==> config.mk <==
export PLATFORM = sky130hd
export DESIGN_NAME = mac_gmii
export DESIGN_NICKNAME = d
export VERILOG_FILES = /design/src/design/mac_pkg.sv /design/src/design/mac_gmii.sv /design/src/design/mac_tx_path.sv /design/src/design/mac_rx_path.sv /design/src/design/mac_crc32.sv
export VERILOG_INCLUDE_DIRS = /design/src /design/src/include
export SDC_FILE = /design/constraint.sdc
export NUM_CORES = 1
export LEC_CHECK = 0
export BUFFER_PORTS_ARGS = -buffer_cell sky130_fd_sc_hd__buf_2
export CAP_MARGIN = 20
export CORE_AREA = 3 3 154 156
export CTS_BUF_LIST = sky130_fd_sc_hd__clkbuf_16
export DETAILED_ROUTE_END_ITERATION = 12
export DIE_AREA = 0 0 157 159
export GPL_TIMING_DRIVEN = 1
export SLEW_MARGIN = 20
export SYNTH_ARGS = -nofsm -noshare
export SYNTH_HDL_FRONTEND = slang
export SYNTH_SLANG_ARGS = --single-unit
export TNS_END_PERCENT = 1
==> constraint.sdc <==
create_clock -name mac_rx_clk -period 2.88 [get_ports mac_rx_clk]
set_clock_uncertainty 0.15 [all_clocks]
set_input_delay 0.288 -clock mac_rx_clk [delete_from_list [all_inputs] [get_ports mac_rx_clk]]
set_output_delay 0.288 -clock mac_rx_clk [all_outputs]
set_load 0.01 [all_outputs]
==> src/include/mac_defs.svh <==
// fixed IEEE 802.3 framing and CRC constants for the byte-wide MAC
// latencies are in mac_rx_clk cycles and must match the RTL pipelines
`ifndef MAC_DEFS_SVH
`define MAC_DEFS_SVH

// ------------------------------------------------------------
// framing
// ------------------------------------------------------------
`define MAC_DATA_W          8               // one GMII byte per cycle
`define MAC_PREAMBLE_LEN    7               // preamble bytes ahead of the SFD
`define MAC_PREAMBLE_BYTE   8'h55
`define MAC_SFD_BYTE        8'hD5
`define MAC_FCS_LEN         4               // CRC-32 trailer bytes

// ------------------------------------------------------------
// CRC-32, reflected form
// ------------------------------------------------------------
`define MAC_CRC_POLY        32'hEDB8_8320
`define MAC_CRC_INIT        32'hFFFF_FFFF
`define MAC_CRC_RESIDUE     32'hC704_DD7B   // normal bit order, good frame incl. FCS

// pipeline latencies
`define MAC_RX_LATENCY      3               // gmii_rx_i sample to rx_stream_o
`define MAC_TX_LATENCY      9               // payload byte in to gmii_tx_o

`endif
==> src/design/mac_pkg.sv <==
// shared PHY-side and user-side types for the byte-wide MAC
// struct field order fixes the bit layout seen on the ports
`include "mac_defs.svh"

package mac_pkg;

    // PHY receive byte, GMII style
    typedef struct packed {
        logic                   dv;     // data valid
        logic                   err;    // receive error
        logic [`MAC_DATA_W-1:0] data;
    } gmii_rx_t;

    // PHY transmit byte
    typedef struct packed {
        logic                   en;
        logic [`MAC_DATA_W-1:0] data;
    } gmii_tx_t;

    // user stream beat, no back-pressure
    typedef struct packed {
        logic                   sof;
        logic                   eof;    // rx side only on a good CRC
        logic                   valid;
        logic [`MAC_DATA_W-1:0] data;
    } mac_stream_t;

    typedef enum logic [1:0] {
        SPEED_10M  = 2'b00,
        SPEED_100M = 2'b01,
        SPEED_1G   = 2'b10,
        SPEED_RSVD = 2'b11
    } eth_speed_e;

    // in-band status nibble, bit 0 is link
    typedef struct packed {
        logic       duplex;             // 1 = full
        eth_speed_e speed;
        logic       link;               // 1 = up
    } eth_status_t;

    typedef enum logic [2:0] {TX_IDLE, TX_PREAMBLE, TX_SFD, TX_DATA, TX_FCS} tx_state_e;

    typedef enum logic [1:0] {RX_IDLE, RX_PREAMBLE, RX_FRAME} rx_state_e;

endpackage

==> src/design/mac_gmii.sv <==
// byte-wide Ethernet MAC framer, 1 Gb/s GMII-style bytes on one clock
// neither stream has back-pressure; receive and transmit run independently

module mac_gmii (
    input  logic                 mac_rx_clk,
    input  logic                 rst_n_i,
    // PHY side
    input  mac_pkg::gmii_rx_t    gmii_rx_i,
    output mac_pkg::gmii_tx_t    gmii_tx_o,
    // user side
    input  mac_pkg::mac_stream_t tx_stream_i,
    output mac_pkg::mac_stream_t rx_stream_o,
    output mac_pkg::eth_status_t eth_status_o
);

    // ------------------------------------------------------------
    // receive, preamble strip and CRC check
    // ------------------------------------------------------------
    mac_rx_path rx0 (
        .mac_rx_clk   (mac_rx_clk),
        .rst_n_i      (rst_n_i),
        .gmii_rx_i    (gmii_rx_i),
        .rx_stream_o  (rx_stream_o),
        .eth_status_o (eth_status_o)
    );

    // ------------------------------------------------------------
    // transmit, preamble insert and FCS append
    // ------------------------------------------------------------
    mac_tx_path tx0 (
        .mac_rx_clk  (mac_rx_clk),
        .rst_n_i     (rst_n_i),
        .tx_stream_i (tx_stream_i),
        .gmii_tx_o   (gmii_tx_o)
    );

endmodule

==> src/design/mac_tx_path.sv <==
// transmit framer, prepends preamble and SFD and appends the FCS
// user must keep valid high from sof to eof and leave 16 idle cycles between frames
`include "mac_defs.svh"

module mac_tx_path (
    input  logic                 mac_rx_clk,
    input  logic                 rst_n_i,
    input  mac_pkg::mac_stream_t tx_stream_i,
    output mac_pkg::gmii_tx_t    gmii_tx_o
);
    import mac_pkg::*;

    localparam logic [2:0] PRE_LAST = 3'(`MAC_PREAMBLE_LEN - 1);
    localparam logic [2:0] FCS_LAST = 3'(`MAC_FCS_LEN - 1);
    localparam int         DLY_LAST = `MAC_TX_LATENCY - 1;   // tap feeding the output

    tx_state_e                  state;
    logic [2:0]                 cnt;                         // preamble or FCS byte
    logic [`MAC_DATA_W-1:0]     dly_data [`MAC_TX_LATENCY];
    logic [`MAC_TX_LATENCY-1:0] dly_last;                    // eof marker, same taps
    logic                       last_in;
    logic [31:0]                crc;
    logic [31:0]                fcs_q;

    assign last_in = tx_stream_i.valid && tx_stream_i.eof;

    // ------------------------------------------------------------
    // payload delay line, covers preamble and SFD time
    // ------------------------------------------------------------
    always_ff @(posedge mac_rx_clk) begin
        dly_data[0] <= tx_stream_i.valid ? tx_stream_i.data : '0;
        for (int i = 1; i < `MAC_TX_LATENCY; i++) begin
            dly_data[i] <= dly_data[i-1];
        end
    end

    always_ff @(posedge mac_rx_clk or negedge rst_n_i) begin
        if (!rst_n_i) begin
            dly_last <= '0;
        end else begin
            dly_last <= {dly_last[DLY_LAST-1:0], last_in};
        end
    end

    // ------------------------------------------------------------
    // FCS over the undelayed payload
    // ------------------------------------------------------------
    mac_crc32 crc0 (
        .mac_rx_clk (mac_rx_clk),
        .rst_n_i    (rst_n_i),
        .clear_i    (!tx_stream_i.valid),    // idle between frames
        .en_i       (tx_stream_i.valid),
        .data_i     (tx_stream_i.data),
        .crc_o      (crc)
    );

    // capture one cycle after eof, crc then holds the last byte too
    always_ff @(posedge mac_rx_clk) begin
        if (dly_last[0])
            fcs_q <= ~crc;
        else if (state == TX_FCS)
            fcs_q <= {8'h00, fcs_q[31:8]};    // low byte goes out first
    end

    // ------------------------------------------------------------
    // sequencer, state names the byte loaded into gmii_tx_o next
    // ------------------------------------------------------------
    always_ff @(posedge mac_rx_clk or negedge rst_n_i) begin
        if (!rst_n_i) begin
            state     <= TX_IDLE;
            cnt       <= '0;
            gmii_tx_o <= '0;
        end else begin
            gmii_tx_o <= '0;                 // en low and data zero unless overridden
            case (state)
                TX_IDLE: begin
                    if (tx_stream_i.valid && tx_stream_i.sof) begin
                        state <= TX_PREAMBLE;
                        cnt   <= '0;
                    end
                end
                TX_PREAMBLE: begin
                    gmii_tx_o <= '{en: 1'b1, data: `MAC_PREAMBLE_BYTE};
                    cnt       <= cnt + 3'd1;
                    if (cnt == PRE_LAST)
                        state <= TX_SFD;
                end
                TX_SFD: begin
                    gmii_tx_o <= '{en: 1'b1, data: `MAC_SFD_BYTE};
                    state     <= TX_DATA;
                end
                TX_DATA: begin
                    gmii_tx_o <= '{en: 1'b1, data: dly_data[DLY_LAST]};
                    if (dly_last[DLY_LAST]) begin    // last payload byte leaving
                        state <= TX_FCS;
                        cnt   <= '0;
                    end
                end
                TX_FCS: begin
                    gmii_tx_o <= '{en: 1'b1, data: fcs_q[7:0]};
                    cnt       <= cnt + 3'd1;
                    if (cnt == FCS_LAST)
                        state <= TX_IDLE;        // en drops on the next edge
                end
                default: state <= TX_IDLE;
            endcase
        end
    end

    // the gap rule keeps frames from overlapping in the sequencer
    a_sof_idle: assert property (@(posedge mac_rx_clk) disable iff (!rst_n_i)
        tx_stream_i.valid && tx_stream_i.sof |-> state == TX_IDLE);

endmodule

==> src/design/mac_rx_path.sv <==
// receive framer, strips preamble and SFD by count and does not check the SFD value
// eof only on a CRC residue match; rx_err bytes are passed on, not flagged
`include "mac_defs.svh"

module mac_rx_path (
    input  logic                 mac_rx_clk,
    input  logic                 rst_n_i,
    input  mac_pkg::gmii_rx_t    gmii_rx_i,
    output mac_pkg::mac_stream_t rx_stream_o,
    output mac_pkg::eth_status_t eth_status_o
);
    import mac_pkg::*;

    localparam logic [3:0] SFD_IDX   = 4'(`MAC_PREAMBLE_LEN);      // byte 7
    localparam logic [3:0] FIRST_IDX = 4'(`MAC_PREAMBLE_LEN + 1);  // byte 8
    localparam logic [3:0] BODY_IDX  = FIRST_IDX + 4'd1;           // saturates here

    gmii_rx_t               rx_q;          // registered PHY byte
    rx_state_e              state;
    logic [3:0]             cnt;           // index of the byte in rx_q
    logic                   payload;
    logic                   first;

    logic                   s1_valid, s1_sof, s1_idle;
    logic [`MAC_DATA_W-1:0] s1_data;
    logic                   s2_valid, s2_sof, s2_idle;
    logic [`MAC_DATA_W-1:0] s2_data;

    logic [31:0]            crc;
    logic [31:0]            crc_rev;
    logic                   crc_match;
    logic                   eof_seen;      // rest of frame is dropped after eof
    logic                   out_sof, out_eof, out_valid;
    logic [`MAC_DATA_W-1:0] out_data;

    // ------------------------------------------------------------
    // input register and byte framer
    // ------------------------------------------------------------
    always_ff @(posedge mac_rx_clk or negedge rst_n_i) begin
        if (!rst_n_i) begin
            rx_q <= '0;
        end else begin
            rx_q <= gmii_rx_i;
        end
    end

    always_ff @(posedge mac_rx_clk or negedge rst_n_i) begin
        if (!rst_n_i) begin
            state <= RX_IDLE;
            cnt   <= '0;
        end else begin
            case (state)
                RX_IDLE: begin
                    if (rx_q.dv) begin                 // byte 0 seen
                        state <= RX_PREAMBLE;
                        cnt   <= 4'd1;
                    end
                end
                RX_PREAMBLE: begin
                    if (!rx_q.dv) begin
                        state <= RX_IDLE;              // runt, drop it
                    end else begin
                        cnt <= cnt + 4'd1;
                        if (cnt == SFD_IDX)
                            state <= RX_FRAME;
                    end
                end
                RX_FRAME: begin
                    if (!rx_q.dv)
                        state <= RX_IDLE;
                    else if (cnt != BODY_IDX)
                        cnt <= cnt + 4'd1;
                end
                default: state <= RX_IDLE;
            endcase
        end
    end

    assign payload = (state == RX_FRAME) && rx_q.dv;
    assign first   = payload && (cnt == FIRST_IDX);

    // ------------------------------------------------------------
    // two delay stages, CRC folds between them
    // ------------------------------------------------------------
    always_ff @(posedge mac_rx_clk or negedge rst_n_i) begin
        if (!rst_n_i) begin
            s1_valid <= 1'b0;
            s1_sof   <= 1'b0;
            s1_idle  <= 1'b0;
            s2_valid <= 1'b0;
            s2_sof   <= 1'b0;
            s2_idle  <= 1'b0;
        end else begin
            s1_valid <= payload;
            s1_sof   <= first;
            s1_idle  <= !rx_q.dv && !rx_q.err;         // status byte between frames
            s2_valid <= s1_valid;
            s2_sof   <= s1_sof;
            s2_idle  <= s1_idle;
        end
    end

    always_ff @(posedge mac_rx_clk) begin
        s1_data <= rx_q.data;
        s2_data <= s1_data;                            // lines up with crc
    end

    // crc is held at init outside the payload
    mac_crc32 crc0 (
        .mac_rx_clk (mac_rx_clk),
        .rst_n_i    (rst_n_i),
        .clear_i    (!s1_valid),
        .en_i       (s1_valid),
        .data_i     (s1_data),
        .crc_o      (crc)
    );

    assign crc_rev   = {<<{crc}};                      // residue is given MSB first
    assign crc_match = (crc_rev == `MAC_CRC_RESIDUE);

    // output stage
    always_ff @(posedge mac_rx_clk or negedge rst_n_i) begin
        if (!rst_n_i) begin
            out_sof      <= 1'b0;
            out_eof      <= 1'b0;
            out_valid    <= 1'b0;
            eof_seen     <= 1'b0;
            eth_status_o <= '0;                        // link down, 10M, half
        end else begin
            out_sof   <= s2_sof;
            out_valid <= s2_valid && !eof_seen;
            out_eof   <= s2_valid && !eof_seen && crc_match;
            eof_seen  <= s2_valid && (eof_seen || crc_match);
            if (s2_idle)
                eth_status_o <= eth_status_t'(s2_data[3:0]);
        end
    end

    always_ff @(posedge mac_rx_clk) begin
        out_data <= s2_data;
    end

    assign rx_stream_o = '{sof: out_sof, eof: out_eof, valid: out_valid, data: out_data};

    // eof belongs to a valid beat whose byte had dv on the PHY side
    // the sampled eof was registered one edge before this check
    a_eof_valid: assert property (@(posedge mac_rx_clk) disable iff (!rst_n_i)
        rx_stream_o.eof |-> rx_stream_o.valid && $past(gmii_rx_i.dv, `MAC_RX_LATENCY + 1));

    a_sof_new_frame: assert property (@(posedge mac_rx_clk) disable iff (!rst_n_i)
        rx_stream_o.sof |-> !$past(rx_stream_o.valid));

endmodule

==> src/design/mac_crc32.sv <==
// raw reflected CRC-32 register, one byte per enabled cycle, LSB first
// crc_o is not complemented; clear_i wins over en_i
`include "mac_defs.svh"

module mac_crc32 (
    input  logic                   mac_rx_clk,
    input  logic                   rst_n_i,
    input  logic                   clear_i,   // load init value
    input  logic                   en_i,      // fold data_i this cycle
    input  logic [`MAC_DATA_W-1:0] data_i,
    output logic [31:0]            crc_o
);

    logic [31:0] crc_q;
    logic [31:0] crc_next;

    // ------------------------------------------------------------
    // byte fold, eight serial steps unrolled
    // ------------------------------------------------------------
    function automatic logic [31:0] crc_fold(
        input logic [31:0]            crc,
        input logic [`MAC_DATA_W-1:0] data
    );
        logic [31:0] c;
        logic        fb;
        c = crc;
        for (int i = 0; i < `MAC_DATA_W; i++) begin
            fb = c[0] ^ data[i];                       // feedback bit
            c  = (c >> 1) ^ (fb ? `MAC_CRC_POLY : 32'h0);
        end
        return c;
    endfunction

    assign crc_next = crc_fold(crc_q, data_i);

    always_ff @(posedge mac_rx_clk or negedge rst_n_i) begin
        if (!rst_n_i) begin
            crc_q <= `MAC_CRC_INIT;
        end else if (clear_i) begin
            crc_q <= `MAC_CRC_INIT;                    // restart for next frame
        end else if (en_i) begin
            crc_q <= crc_next;
        end
    end

    assign crc_o = crc_q;

endmodule

==> flow_summary.yaml <==
outcome:
  status: "complete, no violations"
synth:
  synth_edf_count: 32
  ys.flop_type: "dfxtp_1"
  synth.distinct_cells: 45
  synthArstFlopShare_pct: 48.0
  synthesis.nets: 690
  synthesis.area_sq_um: 8920
  yosys_warnings: 0
  ys_ff_latch: 246
  synth_cells: 656
  syn_area_per_cell_sq_um: 13.6
  seq_area_frac_synth_pct: 66.3
cts:
  numCtsBuffers: 25
  htreeDepth: 1
  cts_root_buf: "clkbuf_16"
  cts_repair_resize_count: 0
  cts_buffer_depth: 3
  clock-sinks: 246
  cts.hold.buffers_added: 20
  cts.clk_slew.worst_paths_ns: 0.06
  post_cts_buffers: 0
  clock_latency_ns: 0.50
  cts_tree: "built"
floorplan:
  ios: 47
  core_area_sq_um: 22500
  initial_utilization_pct: 39.6
  rows: 55
  die_y_um: 159
  dieWidth_um: 157
  dieArea_sq_um: 25000
place:
  port_buffers: 46
  place.gp.congestion: 0.843
  hpwl_um: 10300
timing:
  fmaxAchievable_mhz: 430
  report.final.slew_viol_count: 0
  setup_violations: 0
  fin_tns_setup_ns: 0
  rsz0062_at_grt: "no"
  worst_pin_slew_ns: 0.836
  slew_headroom_pct: 43.9
  hold_viol_final: 0
  timing.final.crit_share_pct: 80.8
  finalCriticalPeriod_ns: 2.33
critical_path:
  crit_chain: "xor2_4 > xnor3_2 > xor2_1 > nand2b_1 > mux2_2"
  reg2reg_from: "rx0.crc0.crc_o[0]$_DFF_PN1_"
  arrival_ns: 2.61
  crit_path_max_incr_delay_ns: 0.58
  crit_path_start_kind: "flop"
  critical_path_buf_inv_count: 0
  critical-path-slowest-cell: "dfstp_2"
  worstSetupPathType: "flop to flop"
  end_kind: "flop"
  cp_data_required_time_ns: 3.16
  cp_top_family: "XOR/XNOR gates"
  critPathLaunch: "rx0.crc0.crc_o[0]$_DFF_PN1_"
  crit_fanout: 7
power_and_ir_drop:
  power_density_nw_per_um2: 1070
  p_leak_nw: 4.42
  p_total_w: 0.0114
  ir_worst_vdd_v: 0.000519
cells_and_area:
  seq_area_sq_um: 5920
  multi_input_area_sq_um: 2800
  num_antenna_cells: 0
  synthToLayoutAreaGrowth_pct: 19.3
  fillCellCount: 2007
  nets: 780
  drive_above_1_share_pct: 24.4
detailed_routing:
  viasPerCell: 4.43
  wl_um: 15400
  vias: 4652
  wl_per_cell_um: 14.7
  drt_first_pass_iters: 4
  drt-initial-drc-count: 190
  drc: 0
  ant_nets: 0
global_routing:
  grt_max_degree: 44
  grt_pass1_wl_um: 25900
  grt_pass1_vias: 5033
  track_usage_pct: 12.7
  antenna_found_initial: 0
  overflow: 0
job:
  maxCapViolCount: 0
hold_path:
  hp-class: "primary input to flop"
  hold_start: "tx_stream_i[8]"
-- flip-flops by register name, indices dropped and copies added, names as in the netlist, 2 cells and up --
| name | count |
|---|---|
| tx0.dly_data | 72 |
| rx0.crc0.crc_o | 32 |
| tx0.crc0.crc_o | 32 |
| tx0.fcs_q | 32 |
| rx0.rx_q | 10 |
| tx0.dly_last | 9 |
| tx0.gmii_tx_o | 9 |
| rx0.out_data | 8 |
| rx0.s1_data | 8 |
| rx0.s2_data | 8 |
| rx0.cnt | 4 |
| rx0.eth_status_o | 4 |
| tx0.cnt | 3 |
| tx0.state | 3 |
| rx0.state | 2 |
-- through the flow --
| step | setup WS (ns) | cells | hold slack, ns | utilization, % | cell area (sq um) |
|---|---|---|---|---|---|
| floorplan | 0.520 | 656 | -0.158 | - | 8920 |
| CTS | 0.560 | 1050 | 0.0376 | 47.3 | 10600 |
| global route | 0.494 | 1050 | 0.0902 | 47.3 | 10600 |
| finish | 0.554 | 1050 | 0.0710 | 47.3 | 10600 |
| global placement | 0.622 | 984 | 0.159 | 42.5 | 9570 |
| detailed placement | 0.578 | 984 | 0.162 | 42.5 | 9570 |
-- placed cells by master, fill, tap and decap left out, types with 2 or more instances in the layout --
cell type / Yosys / final
clkinv_2: 0 / 2
clkinv_1: 0 / 4
nand3_1: 4 / 4
edfxtp_1: 32 / 32
buf_12: 0 / 2
dfstp_2: 64 / 64
and2_1: 10 / 10
o31ai_1: 2 / 2
nor3_1: 3 / 3
nor2_1: 5 / 5
xnor2_2: 12 / 12
dlygate4sd3_1: 0 / 20
nand4b_1: 3 / 3
buf_4: 3 / 14
dfxtp_1: 96 / 96
nor2b_1: 11 / 11
bufinv_16: 0 / 3
a21oi_1: 9 / 9
dfrtp_1: 54 / 54
nand2_1: 84 / 84
a22o_1: 4 / 4
o21ai_0: 11 / 11
nand2b_1: 8 / 8
xnor3_1: 2 / 2
a311o_1: 2 / 2
xor2_1: 33 / 33
xor2_2: 4 / 4
xor2_4: 2 / 2
clkbuf_16: 0 / 28
mux2i_1: 24 / 24
ha_1: 11 / 11
xnor2_1: 91 / 91
nor4_1: 4 / 4
buf_2: 0 / 45
mux2_2: 5 / 5
inv_1: 33 / 39
and3_1: 2 / 2
-- path summary, 6_finish.rpt --
check                                                to  slack, ns  depth (start not counted)
setup / recovery           rx0.crc0.crc_o[19]$_DFF_PN1_       0.55                          5
hold / removal                 tx0.state[0]$_DFFE_PN0P_       0.07                          4
setup reg to reg           rx0.crc0.crc_o[19]$_DFF_PN1_       0.55                          5
hold reg to reg             tx0.dly_data[0][34]$_DFF_P_       0.17                          0
max in group asynchronous  tx0.crc0.crc_o[20]$_DFF_PN1_       1.67                          3
min in group asynchronous    tx0.gmii_tx_o[3]$_DFF_PN0_       0.17                          2
-- layer usage --
metal	part of all wire [%]	wire length, um	track usage [%]	vias to the layer above
met5	0	0	0	-
li1	-	-	-	2287
met4	2.0	313	3.62	0
met2	48	7340	20.4	67
met3	3.5	548	2.34	23
met1	47	7250	17.6	2275
-- power breakdown --
group | total, W | leakage, nW | internal (W) | switching (W)
Sequential | 0.00461 | 2.46 | 0.00423 | 0.000374
Clock | 0.00330 | 0.449 | 0.00202 | 0.00128
Combinational | 0.00346 | 1.51 | 0.00169 | 0.00177
Total | 0.0114 | 4.42 | 0.00794 | 0.00343
-- logic make-up after synthesis --
kind of cell / Yosys count / synth area share [%]
adder cells (fa/ha/maj): 11 / 1.54
XOR/XNOR: 146 / 16.8
AO/OA/AOI/OAI: 32 / 2.27
multiplexers: 29 / 3.32
flip-flops: 246 / 66.3
buffers and inverters: 51 / 2.27
AND/OR/NAND/NOR: 141 / 7.46
-- worst min-delay path, delay by kind of cell --
kind | cells | cell delay [ns]
buf+inv | 1 | 0.11
compound gates | 3 | 0.30
-- synth_stat cells, types with 5 or more instances --
| cell type | count | share of area [%] |
|---|---|---|
| xnor2_1 | 91 | 8.9 |
| mux2i_1 | 24 | 2.7 |
| nor2_1 | 5 | 0.21 |
| nand2b_1 | 8 | 0.56 |
| mux2_2 | 5 | 0.63 |
| ha_1 | 11 | 1.5 |
| a21oi_1 | 9 | 0.51 |
| xor2_1 | 33 | 3.2 |
| and2_1 | 10 | 0.70 |
| nor2b_1 | 11 | 0.77 |
| dfxtp_1 | 96 | 22 |
| inv_1 | 33 | 1.4 |
| dfrtp_1 | 54 | 15 |
| xnor2_2 | 12 | 2.2 |
| dfstp_2 | 64 | 19 |
| edfxtp_1 | 32 | 11 |
| o21ai_0 | 11 | 0.62 |
| clkbuf_1 | 12 | 0.51 |
| nand2_1 | 84 | 3.5 |
-- final cells by class --
type                            instances  area share (%)
Clock inverter                         18            1.61
Multi-Input combinational cell        359            26.3
Tap cell                              285            3.35
Inverter                               33            1.16
Sequential cell                       246            55.6
Timing Repair Buffer                   81            5.36
Clock buffer                           28            6.59
(Power assumes the default switching activity.)
